`src/design/avr_io_pkg.sv`:
```
`default_nettype none

package avr_io_pkg;

    // Default parameter values
    localparam int DMEM_WIDTH_DEF = 10;   // Data address bits, MSB picks RAM or MMIO
    localparam int DIV_RESET_DEF  = 3;    // UART divisor out of reset

    // One request on the data bus
    typedef struct packed {
        logic                      re;     // Single-cycle read strobe
        logic                      we;     // Single-cycle write strobe
        logic [DMEM_WIDTH_DEF-1:0] addr;   // Byte address
        logic [7:0]                wdata;  // Write data
    } dbus_req_t;

    // MMIO register offsets, low 3 address bits
    typedef enum logic [2:0] {
        REG_LED    = 3'd0,   // LED output latch
        REG_SW     = 3'd1,   // Switch inputs, read only
        REG_DIV    = 3'd2,   // UART bit divisor
        REG_TXDATA = 3'd3,   // Write sends a byte, read gives status
        REG_IRQCLR = 3'd4    // Write 1 to done bit to clear it
    } mmio_reg_e;

    // Transmitter states
    typedef enum logic [1:0] {
        IDLE,
        START,
        DATA,
        STOP
    } uart_state_e;

    // Bits in the status byte
    localparam int STAT_BUSY_BIT = 0;
    localparam int STAT_DONE_BIT = 1;

endpackage : avr_io_pkg

`default_nettype wire

```
`src/design/dbus_decoder.sv`:
```
`timescale 1ns/1ps
`default_nettype none

module dbus_decoder
    import avr_io_pkg::*;
#(
    parameter int dmem_width = DMEM_WIDTH_DEF
) (
    input  wire       clk,
    input  wire       arst_n,
    input  wire       dbus_req_t req,
    output logic      ram_re,
    output logic      ram_we,
    output logic      mmio_re,
    output logic      mmio_we,
    input  wire [7:0] ram_rdata,
    input  wire [7:0] mmio_rdata,
    output logic [7:0] rdata
);

    logic io_sel;      // Address MSB set means MMIO
    logic rd_mmio_q;   // Last read went to MMIO

    assign io_sel = req.addr[dmem_width-1];

    // Steer strobes by the MSB
    assign ram_re  = req.re & ~io_sel;
    assign ram_we  = req.we & ~io_sel;
    assign mmio_re = req.re &  io_sel;
    assign mmio_we = req.we &  io_sel;

    // Remember where the last read went, held until the next read
    always_ff @(posedge clk or negedge arst_n) begin
        if (!arst_n) begin
            rd_mmio_q <= 1'b0;                  // Point at RAM out of reset
        end else if (mmio_re) begin
            rd_mmio_q <= 1'b1;
        end else if (ram_re) begin
            rd_mmio_q <= 1'b0;
        end
    end

    // Both sources hold their read data, so only the flag picks
    assign rdata = rd_mmio_q ? mmio_rdata : ram_rdata;

    // Master never issues read and write together
    a_no_rw_overlap : assert property (
        @(posedge clk) disable iff (!arst_n)
        !(req.re && req.we)
    ) else $error("dbus_decoder: read and write strobes set together");

endmodule : dbus_decoder

`default_nettype wire

```
`src/design/data_ram.sv`:
```
`timescale 1ns/1ps
`default_nettype none

module data_ram
    import avr_io_pkg::*;
#(
    parameter int dmem_width = DMEM_WIDTH_DEF
) (
    input  wire       clk,
    input  wire       re,
    input  wire       we,
    input  wire       dbus_req_t req,
    output logic [7:0] rdata
);

    localparam int DEPTH = 2 ** (dmem_width - 1);   // MSB is the RAM/MMIO select

    logic [7:0]            mem [DEPTH];
    logic [dmem_width-2:0] idx;

    assign idx = req.addr[dmem_width-2:0];   // Drop the select bit

    // Write lands at the strobe edge
    always_ff @(posedge clk) begin
        if (we) begin
            mem[idx] <= req.wdata;
        end
    end

    // Registered read port
    // Holds its value between reads so the decoder can keep steering it
    always_ff @(posedge clk) begin
        if (re) begin
            rdata <= mem[idx];   // Valid the cycle after the strobe
        end
    end

endmodule : data_ram

`default_nettype wire

```
`src/design/io_regs.sv`:
```
`timescale 1ns/1ps
`default_nettype none

module io_regs
    import avr_io_pkg::*;
#(
    parameter logic [7:0] div_reset = 8'(DIV_RESET_DEF)
) (
    input  wire        clk,
    input  wire        arst_n,
    input  wire        re,
    input  wire        we,
    input  wire        dbus_req_t req,
    input  wire  [7:0] sw,
    input  wire        tx_busy,
    input  wire        tx_done,
    output logic [7:0] rdata,
    output logic [7:0] led,
    output logic [7:0] divisor,
    output logic       tx_start,
    output logic [7:0] tx_byte,
    output logic       done_irq
);

    mmio_reg_e  offset;
    logic [7:0] rd_mux;
    logic       done_q;   // Sticky transmit-done flag

    assign offset = mmio_reg_e'(req.addr[2:0]);   // Upper MMIO bits alias

    // Kick the transmitter only when it is free, busy writes are dropped
    assign tx_start = we && (offset == REG_TXDATA) && !tx_busy;
    assign tx_byte  = req.wdata;
    assign done_irq = done_q;                     // Interrupt line 0

    always_ff @(posedge clk or negedge arst_n) begin
        if (!arst_n) begin
            led     <= '0;
            divisor <= div_reset;
            done_q  <= 1'b0;
        end else begin
            if (we && offset == REG_LED)
                led <= req.wdata;
            if (we && offset == REG_DIV)
                divisor <= req.wdata;
            // New completion beats a clear in the same cycle
            if (tx_done)
                done_q <= 1'b1;
            else if (we && offset == REG_IRQCLR && req.wdata[STAT_DONE_BIT])
                done_q <= 1'b0;
        end
    end

    // Read mux
    always_comb begin
        rd_mux = '0;
        case (offset)
            REG_LED:    rd_mux = led;
            REG_SW:     rd_mux = sw;
            REG_DIV:    rd_mux = divisor;
            REG_TXDATA: begin
                rd_mux[STAT_BUSY_BIT] = tx_busy;   // Status byte on read
                rd_mux[STAT_DONE_BIT] = done_q;
            end
            default:    rd_mux = '0;               // Write-only or unused offsets
        endcase
    end

    always_ff @(posedge clk) begin
        if (re) begin
            rdata <= rd_mux;
        end
    end

    // Accepted start is never during a frame and the UART picks it up next cycle
    a_start_when_idle : assert property (
        @(posedge clk) disable iff (!arst_n)
        tx_start |-> !tx_busy ##1 tx_busy
    ) else $error("io_regs: tx_start not taken by an idle transmitter");

endmodule : io_regs

`default_nettype wire

```
`src/design/baud_timer.sv`:
```
`timescale 1ns/1ps
`default_nettype none

module baud_timer (
    input  wire       clk,
    input  wire       arst_n,
    input  wire       tick_en,
    input  wire [7:0] divisor,
    output logic      bit_tick
);

    logic [7:0] cnt_q;

    // Fires on the last cycle of each bit, divisor+1 cycles apart
    assign bit_tick = tick_en && (cnt_q == 8'd0);

    always_ff @(posedge clk or negedge arst_n) begin
        if (!arst_n) begin
            cnt_q <= '0;
        end else if (!tick_en || bit_tick) begin
            cnt_q <= divisor;              // Idle or end of bit, start over
        end else begin
            cnt_q <= cnt_q - 8'd1;
        end
    end

endmodule : baud_timer

`default_nettype wire

```
`src/design/uart_tx_fsm.sv`:
```
`timescale 1ns/1ps
`default_nettype none

module uart_tx_fsm
    import avr_io_pkg::*;
(
    input  wire       clk,
    input  wire       arst_n,
    input  wire       tx_start,
    input  wire [7:0] tx_byte,
    input  wire       bit_tick,
    output logic      tick_en,
    output logic      txd,
    output logic      tx_busy,
    output logic      tx_done
);

    uart_state_e state;
    logic [7:0]  shift_q;   // Data bits, LSB goes out first
    logic [2:0]  bit_idx;   // Data bit counter

    always_ff @(posedge clk or negedge arst_n) begin
        if (!arst_n) begin
            state   <= IDLE;
            bit_idx <= '0;
        end else begin
            case (state)
                IDLE: begin
                    if (tx_start)
                        state <= START;
                end
                START: begin
                    if (bit_tick) begin
                        state   <= DATA;
                        bit_idx <= '0;
                    end
                end
                DATA: begin
                    if (bit_tick) begin
                        if (bit_idx == 3'd7)
                            state <= STOP;      // Eighth bit done
                        bit_idx <= bit_idx + 3'd1;
                    end
                end
                STOP: begin
                    if (bit_tick)
                        state <= IDLE;
                end
                default: state <= IDLE;
            endcase
        end
    end

    // Byte is loaded on start and shifted right after each data bit
    always_ff @(posedge clk) begin
        if (state == IDLE && tx_start)
            shift_q <= tx_byte;
        else if (state == DATA && bit_tick)
            shift_q <= {1'b0, shift_q[7:1]};
    end

    // Line level from state
    always_comb begin
        case (state)
            START:   txd = 1'b0;          // Start bit
            DATA:    txd = shift_q[0];
            default: txd = 1'b1;          // Idle and stop are mark
        endcase
    end

    assign tick_en = (state != IDLE);           // Timer runs only in a frame
    assign tx_busy = (state != IDLE);
    assign tx_done = (state == STOP) && bit_tick;   // End of stop bit

    // Timer is held in reload while idle
    a_no_tick_in_idle : assert property (
        @(posedge clk) disable iff (!arst_n)
        (state == IDLE) |-> !bit_tick
    ) else $error("uart_tx_fsm: bit_tick while idle");

endmodule : uart_tx_fsm

`default_nettype wire

```
`src/design/irq_priority_encoder.sv`:
```
`timescale 1ns/1ps
`default_nettype none

module irq_priority_encoder (
    input  wire  [3:0] irq_lines,
    output logic       iflag,
    output logic [1:0] ivect
);

    // Line 0 has highest priority
    always_comb begin
        if (irq_lines[0])
            ivect = 2'd0;
        else if (irq_lines[1])
            ivect = 2'd1;
        else if (irq_lines[2])
            ivect = 2'd2;
        else if (irq_lines[3])
            ivect = 2'd3;
        else
            ivect = 2'd0;   // Nothing pending, iflag tells it apart
    end

    assign iflag = |irq_lines;

endmodule : irq_priority_encoder

`default_nettype wire

```
`src/design/avr_io_top.sv`:
```
`timescale 1ns/1ps
`default_nettype none

module avr_io_top
    import avr_io_pkg::*;
#(
    parameter int         dmem_width = DMEM_WIDTH_DEF,
    parameter logic [7:0] div_reset  = 8'(DIV_RESET_DEF)
) (
    input  wire        clk,
    input  wire        arst_n,
    input  wire        dbus_req_t req,
    input  wire  [7:0] sw,
    input  wire  [2:0] ext_irq,
    output logic [7:0] rdata,
    output logic [7:0] led,
    output logic       txd,
    output logic       iflag,
    output logic [1:0] ivect
);

    logic       ram_re;
    logic       ram_we;
    logic       mmio_re;
    logic       mmio_we;
    logic [7:0] ram_rdata;
    logic [7:0] mmio_rdata;
    logic [7:0] divisor;
    logic       tx_start;
    logic [7:0] tx_byte;
    logic       tx_busy;
    logic       tx_done;
    logic       done_irq;
    logic       tick_en;
    logic       bit_tick;

    dbus_decoder #(.dmem_width(dmem_width)) i_dbus_decoder (
        .clk        (clk),
        .arst_n     (arst_n),
        .req        (req),
        .ram_re     (ram_re),
        .ram_we     (ram_we),
        .mmio_re    (mmio_re),
        .mmio_we    (mmio_we),
        .ram_rdata  (ram_rdata),
        .mmio_rdata (mmio_rdata),
        .rdata      (rdata)
    );

    data_ram #(.dmem_width(dmem_width)) i_data_ram (
        .clk   (clk),
        .re    (ram_re),
        .we    (ram_we),
        .req   (req),
        .rdata (ram_rdata)
    );

    io_regs #(.div_reset(div_reset)) i_io_regs (
        .clk      (clk),
        .arst_n   (arst_n),
        .re       (mmio_re),
        .we       (mmio_we),
        .req      (req),
        .sw       (sw),
        .tx_busy  (tx_busy),
        .tx_done  (tx_done),
        .rdata    (mmio_rdata),
        .led      (led),
        .divisor  (divisor),
        .tx_start (tx_start),
        .tx_byte  (tx_byte),
        .done_irq (done_irq)
    );

    baud_timer i_baud_timer (
        .clk      (clk),
        .arst_n   (arst_n),
        .tick_en  (tick_en),
        .divisor  (divisor),
        .bit_tick (bit_tick)
    );

    uart_tx_fsm i_uart_tx_fsm (
        .clk      (clk),
        .arst_n   (arst_n),
        .tx_start (tx_start),
        .tx_byte  (tx_byte),
        .bit_tick (bit_tick),
        .tick_en  (tick_en),
        .txd      (txd),
        .tx_busy  (tx_busy),
        .tx_done  (tx_done)
    );

    // UART done on line 0, external lines above it
    irq_priority_encoder i_irq_priority_encoder (
        .irq_lines ({ext_irq, done_irq}),
        .iflag     (iflag),
        .ivect     (ivect)
    );

endmodule : avr_io_top

`default_nettype wire

```
`config.mk`:
```
export PLATFORM = sky130hd
export DESIGN_NAME = avr_io_top
export DESIGN_NICKNAME = d
export VERILOG_FILES = /design/src/design/avr_io_pkg.sv /design/src/design/dbus_decoder.sv /design/src/design/data_ram.sv /design/src/design/io_regs.sv /design/src/design/baud_timer.sv /design/src/design/uart_tx_fsm.sv /design/src/design/irq_priority_encoder.sv /design/src/design/avr_io_top.sv
export SDC_FILE = /design/constraint.sdc
export NUM_CORES = 2
export LEC_CHECK = 0
export ABC_CLOCK_PERIOD_IN_PS = 2900
export BUFFER_PORTS_ARGS = -buffer_cell sky130_fd_sc_hd__buf_2
export CELL_PAD_IN_SITES_DETAIL_PLACEMENT = 1
export CELL_PAD_IN_SITES_GLOBAL_PLACEMENT = 1
export CORE_UTILIZATION = 50
export CTS_BUF_LIST = sky130_fd_sc_hd__clkbuf_8
export CTS_CLUSTER_DIAMETER = 40
export DETAILED_ROUTE_END_ITERATION = 7
export GPL_ROUTABILITY_DRIVEN = 0
export MAX_ROUTING_LAYER = met4
export PLACE_DENSITY = 0.86
export SLEW_MARGIN = 10
export SYNTH_ARGS = -nofsm -noshare
export SYNTH_HDL_FRONTEND = slang
export SYNTH_SLANG_ARGS = --single-unit
export TNS_END_PERCENT = 30
```
`constraint.sdc`:
```
create_clock -name clk -period 2.9 [get_ports clk]
set_input_delay 0.145 -clock clk [delete_from_list [all_inputs] [get_ports clk]]
set_output_delay 0.145 -clock clk [all_outputs]
set_load 0.01 [all_outputs]
```
==> summary.md, run 1 <==
| Metric | Value |
|---|---|
| Outcome | `did not finish` |
| Stage where the run ended | `global routing (5_1_grt)` |
| Error message | `[ERROR GRT-0232] Routing congestion too high. Check the congestion heatmap in the GUI.` |
| Count of boundary I/O pins | `53` |
| Buffer cell driving the clock tree root | `clkbuf_8` |
| Die outline height | `569.6 µm` |
| Async S/R FF share, synth | `0.7468%` |
| Largest cells by area after synthesis | `edfxtp_1 (77%), mux4_2 (12%), mux2i_1 (2.4%)` |
| Htree depth | `6` |
| Clock Sinks | `4151` |
| Total routing resource utilization after global routing | `64.26%` |
| Sequential element share of the synthesized area | `77.28%` |
| Cell with the most instances after synthesis | `edfxtp_1` |
| Port-buffer cells | `52` |
| Type of pin the worst path ends at | `sequential cell input` |
| Post-place setup slack | `-1.627 ns` |
| Number of cell rows | `208` |
| Synth Flop Type | `edfxtp_1` |
| Syn Std Cell Area | `161100 µm²` |
| Largest net degree at the start of global routing | `169` |
| Initial cell density of the core | `50.20%` |
| Post-CTS Setup Repair Bufs | `0` |
| Synthesized Nets | `7889` |
| Die width | `569.6 µm` |
| Number of buffers on the longest clock path | `4` |
| Post-DP HPWL | `352600 µm` |
| Leading cell types by count after synthesis | `edfxtp_1 (4120), mux4_2 (831), nor2_1 (615)` |
| Number of flops mapped to enable cells by yosys | `4120` |
| Syn_area_per_cell | `20.53 µm²` |
| Area leader, netlist | `edfxtp_1` |
| Final global-route overflow total | `55` |
| Worst endpoint from the post-global-route timing repair | `i_data_ram.rdata[6]$_DFFE_PP_/D` |
| Netlist cell types | `75` |
| Synth Instances | `7848` |
| Area share of the leading cell type in the synthesized netlist | `76.80%` |
| Number of warning messages in the yosys log | `0` |
| Initial antenna violation count | `141` |
| Post-synthesis sequential element count | `4151` |
| Inserted Clock Buffers | `632` |
-- kinds of logic after synthesis --
kind of cell    count (synthesis)  share of synthesized area (%)
simple gates                 1143                          3.231
flops                        4151                          77.28
fa+ha+maj                       8                        0.06214
mux                          1271                          14.43
compound gates                763                          3.389
xor+xnor                        6                        0.03263
buf+inv                       506                          1.574
-- layer usage --
layer  GRT usage (%)  overflow
met4           58.84        17
met2           75.75        10
met5               -         -
met3           57.31        24
met1           60.76         4
-- through the flow --
step                hold WS [ns]  utilization (%)  area, µm²  std cells
CTS                     0.004374            59.12     189700      14200
detailed placement        0.2443            55.31     177500      13060
global placement          0.2240            55.31     177500      13060
floorplan                -0.1506                -     161800       7848
-- what timing repair did --
action | CTS
endpoints found under the setup margin | 8
hold endpoints to repair | 2978
gates resized for setup | 71
hold buffers | 32
pin swaps | 15
gates cloned | 0
==> inputs of run 2 (changes only) <==
ABC_CLOCK_PERIOD_IN_PS = 3800   (was 2900)
CELL_PAD_IN_SITES_DETAIL_PLACEMENT = not set   (was 1)
CELL_PAD_IN_SITES_GLOBAL_PLACEMENT = not set   (was 1)
CORE_UTILIZATION = 35   (was 50)
CTS_BUF_LIST = not set   (was sky130_fd_sc_hd__clkbuf_8)
CTS_CLUSTER_DIAMETER = not set   (was 40)
MAX_ROUTING_LAYER = not set   (was met4)
PLACE_DENSITY = not set   (was 0.86)
PLACE_DENSITY_LB_ADDON = 0.15   (was not set)
clock period = 3.8 ns   (was 2.9 ns; I/O delays follow)
==> summary.md, run 2 <==
| Metric | Value |
|---|---|
| Outcome | `finished clean` |
| CP Data Required Time | `4.55 ns` |
| Area of all placed cells without fillers | `191800 µm²` |
| Final-report hold violation count | `0` |
| Classification of the worst setup path | `flop to flop` |
| DRC viols | `0` |
| Slew of the pin with the lowest slew margin | `1.401 ns` |
| Number of global-route vias before repair | `86950` |
| Final net count | `9074` |
| Final core utilization | `41.93%` |
| Tightest Hold Check Type | `input port to flop` |
| Initial cell density of the core | `35.22%` |
| Cell with the most instances after synthesis | `edfxtp_1` |
| CP Max Fanout | `1` |
| Worst reg-to-reg path cell count | `8` |
| Initial drt markers | `9314` |
| Critical Path AT | `4.46 ns` |
| Area added between synthesis and finish | `19.05%` |
| Area share of the leading cell type in the synthesized netlist | `76.80%` |
| Critical Path Source | `i_data_ram.mem[124][6]` |
| Synthesized Nets | `7889` |
| Sequential element share of the synthesized area | `77.28%` |
| Syn Std Cell Area | `161100 µm²` |
| Met3 Track Usage GR | `3.428%` |
| Slew headroom | `5.864%` |
| FMAX | `269.5 MHz` |
| Post-CTS clock slew at the launch and capture registers of the worst setup and hold paths | `0.06 ns` |
| Commonest non-fill, non-tap cell in the layout | `edfxtp_1` |
| Syn_area_per_cell | `20.53 µm²` |
| Grt met1 use | `30.66%` |
| Floorplan core area | `457400 µm²` |
| Clock tree skew after final layout | `0.07449 ns` |
| Port-buffer cells | `52` |
| Proportion of power drawn by flip-flops and latches | `51.2%` |
| Leakage power summed over all cells | `62.06 nW` |
| Async S/R FF share, synth | `0.7468%` |
| Critical hold path startpoint | `req[10]` |
| Reg2reg setup slack | `0.09 ns` |
| Busiest layer in global routing | `met2` |
| Netlist cell types | `75` |
| Die outline height | `680.4 µm` |
| Number of cell rows | `248` |
| Buffer cell driving the clock tree root | `clkbuf_16` |
| Synth Instances | `7848` |
| Reg-to-reg critical path endpoint | `i_data_ram.rdata[6]` |
| Number of pins with negative max-slew slack in the final report | `0` |
| Die width | `680.4 µm` |
| First-pass DRT Iterations | `5` |
| Total routing resource utilization after global routing | `21.59%` |
| Final global-route overflow total | `0` |
| Sw Pwr | `21.70 mW` |
| Die Footprint | `463000 µm²` |
| Worst-case vdd ir drop | `0.4021 mV` |
| Power Total | `98.91 mW` |
| Internal power component | `77.22 mW` |
| Highest-count cells in the layout ignoring fill and taps | `edfxtp_1 (4120), buf_4 (1047), mux4_2 (831)` |
| Max-capacitance violation count | `0` |
| Post-synthesis sequential element count | `4151` |
| Post-CTS Setup Repair Bufs | `0` |
| Number of flops mapped to enable cells by yosys | `4120` |
| Final cycle utilization of the critical path | `97.64%` |
| Worst-Skew Late Latency | `1.02 ns` |
| Time the worst path needs with I/O delays and setup | `3.711 ns` |
| Clock Sinks | `4151` |
| CTS tree | `built` |
| Number of buffers on the longest clock path | `4` |
| Per-cell via count in the routed design | `5.495` |
| Wire length of the first global-routing pass | `705300 µm` |
| Largest cells by area after synthesis | `edfxtp_1 (77%), mux4_2 (12%), mux2i_1 (2.4%)` |
| Combinational power share | `5.3%` |
| Leading cell types by count after synthesis | `edfxtp_1 (4120), mux4_2 (831), nor2_1 (615)` |
| Share of layout cells above drive strength 1 | `29.69%` |
| Hold-critical path endpoint | `i_data_ram.rdata[2]` |
| Met2 Use GR | `34.60%` |
| Mean routed wirelength per cell | `32.64 µm` |
| Start of the worst register-to-register path | `i_data_ram.mem[124][6]` |
| Area leader, netlist | `edfxtp_1` |
| Largest net degree at the start of global routing | `157` |
| Number of warning messages in the yosys log | `0` |
| Switching power share of the total | `21.94%` |
| Clock group share of total power | `43.5%` |
| Post-DP Area | `177100 µm²` |
| Number of flip-flops under the largest register name | `4096` |
| Synth Flop Type | `edfxtp_1` |
| Top reg by flops | `i_data_ram.mem` |
| Depth of the worst hold-timing path | `5` |
| Final setup violating endpoints | `0` |
| Critical Path Source Type | `flop` |
| Count of boundary I/O pins | `53` |
| Overall routed net length | `507300 µm` |
| Inserted Clock Buffers | `439` |
| Final-layout worst hold slack | `0.1389 ns` |
| Power density over the cells | `515.7 nW/µm²` |
| Capturing element type of the critical path | `flop` |
| Post-DP HPWL | `333700 µm` |
| Htree depth | `5` |
| Via count of the routed design | `85410` |
| Setup repair after global routing missed its margin | `no` |
| Initial antenna violation count | `32` |
| Detail Route Antenna Nets | `0` |
==> run 2: cells by family after synthesis <==
group	synth area share, %
flip-flops	77.28
XOR/XNOR	0.03263
adder cells (fa/ha/maj)	0.06214
multiplexers	14.43
buffers and inverters	1.574
AND/OR/NAND/NOR	3.231
AO/OA/AOI/OAI	3.389
==> run 2: through the flow <==
step | setup TNS [ns] | instances | worst slack, ns
after floorplan | 0 | 7848 | 0.6471
after detailed placement | -4.080 | 14690 | -0.9714
final | 0 | 15540 | 0.08950
after CTS | 0 | 15530 | 0.01505
after global placement | -4.170 | 14690 | -1.077
after global routing | 0 | 15530 | 0.03553
==> run 2: final cells by class <==
class / count / area (µm²)
well taps: 6125 / 7664
clock buffers: 520 / 11310
diodes: 9 / 22.52
fillers: 40370 / 265600
flip-flops and latches: 4151 / 124500
clock inverters: 295 / 3048
multi-input cells: 3191 / 34420
inverters: 14 / 55.05
repair buffers: 1236 / 10780
==> run 2: worst max path at each step <==
stage | end | slack [ns] | depth (start not counted)
final | i_data_ram.rdata[6] | 0.09 | 8
after CTS | i_data_ram.rdata[6] | 0.02 | 9
after detailed placement | i_data_ram.rdata[6] | -0.97 | 12
after floorplan | i_data_ram.mem[192][0] | 0.65 | 13
after global placement | i_data_ram.rdata[6] | -1.08 | 12
after global routing | i_data_ram.rdata[6] | 0.04 | 9
==> run 2: power by group through the flow <==
stage	Combinational [mW]	Sequential, mW	Clock, mW
2_1_floorplan	2.44	51.5	0
3_3_place_gp	5.23	51.6	0
3_5_place_dp	5.29	51.6	0
4_1_cts	5.33	50.6	43.8
5_1_grt	5.53	50.6	45.5
6_report	5.27	50.6	43.0
==> run 2: critical path: stages, from the launching register on <==
cell and delay [ns]:
edfxtp_1 0.35, mux4_1 0.64, nand3_1 0.15, a311oi_1 0.10, or4_1 0.61, or4_4 0.47
nor4_4 0.50, buf_4 0.20, or4b_1 0.43
==> run 2: repair_timing <==
action                                  CTS  global route
endpoints found under the hold margin  1232             0
pin swaps                                 1             1
resized for setup                         6             2
setup endpoints to repair                 2             1
hold buffers                             24             0
==> run 2: metal layers <==
| layer | vias to the layer above | wire [µm] |
|---|---|---|
| met3 | 651 | 33570 |
| met4 | 0 | 14820 |
| met2 | 3100 | 238700 |
| met1 | 46470 | 220200 |
| met5 | - | 0 |
| li1 | 35190 | - |
(Power assumes the default switching activity.)
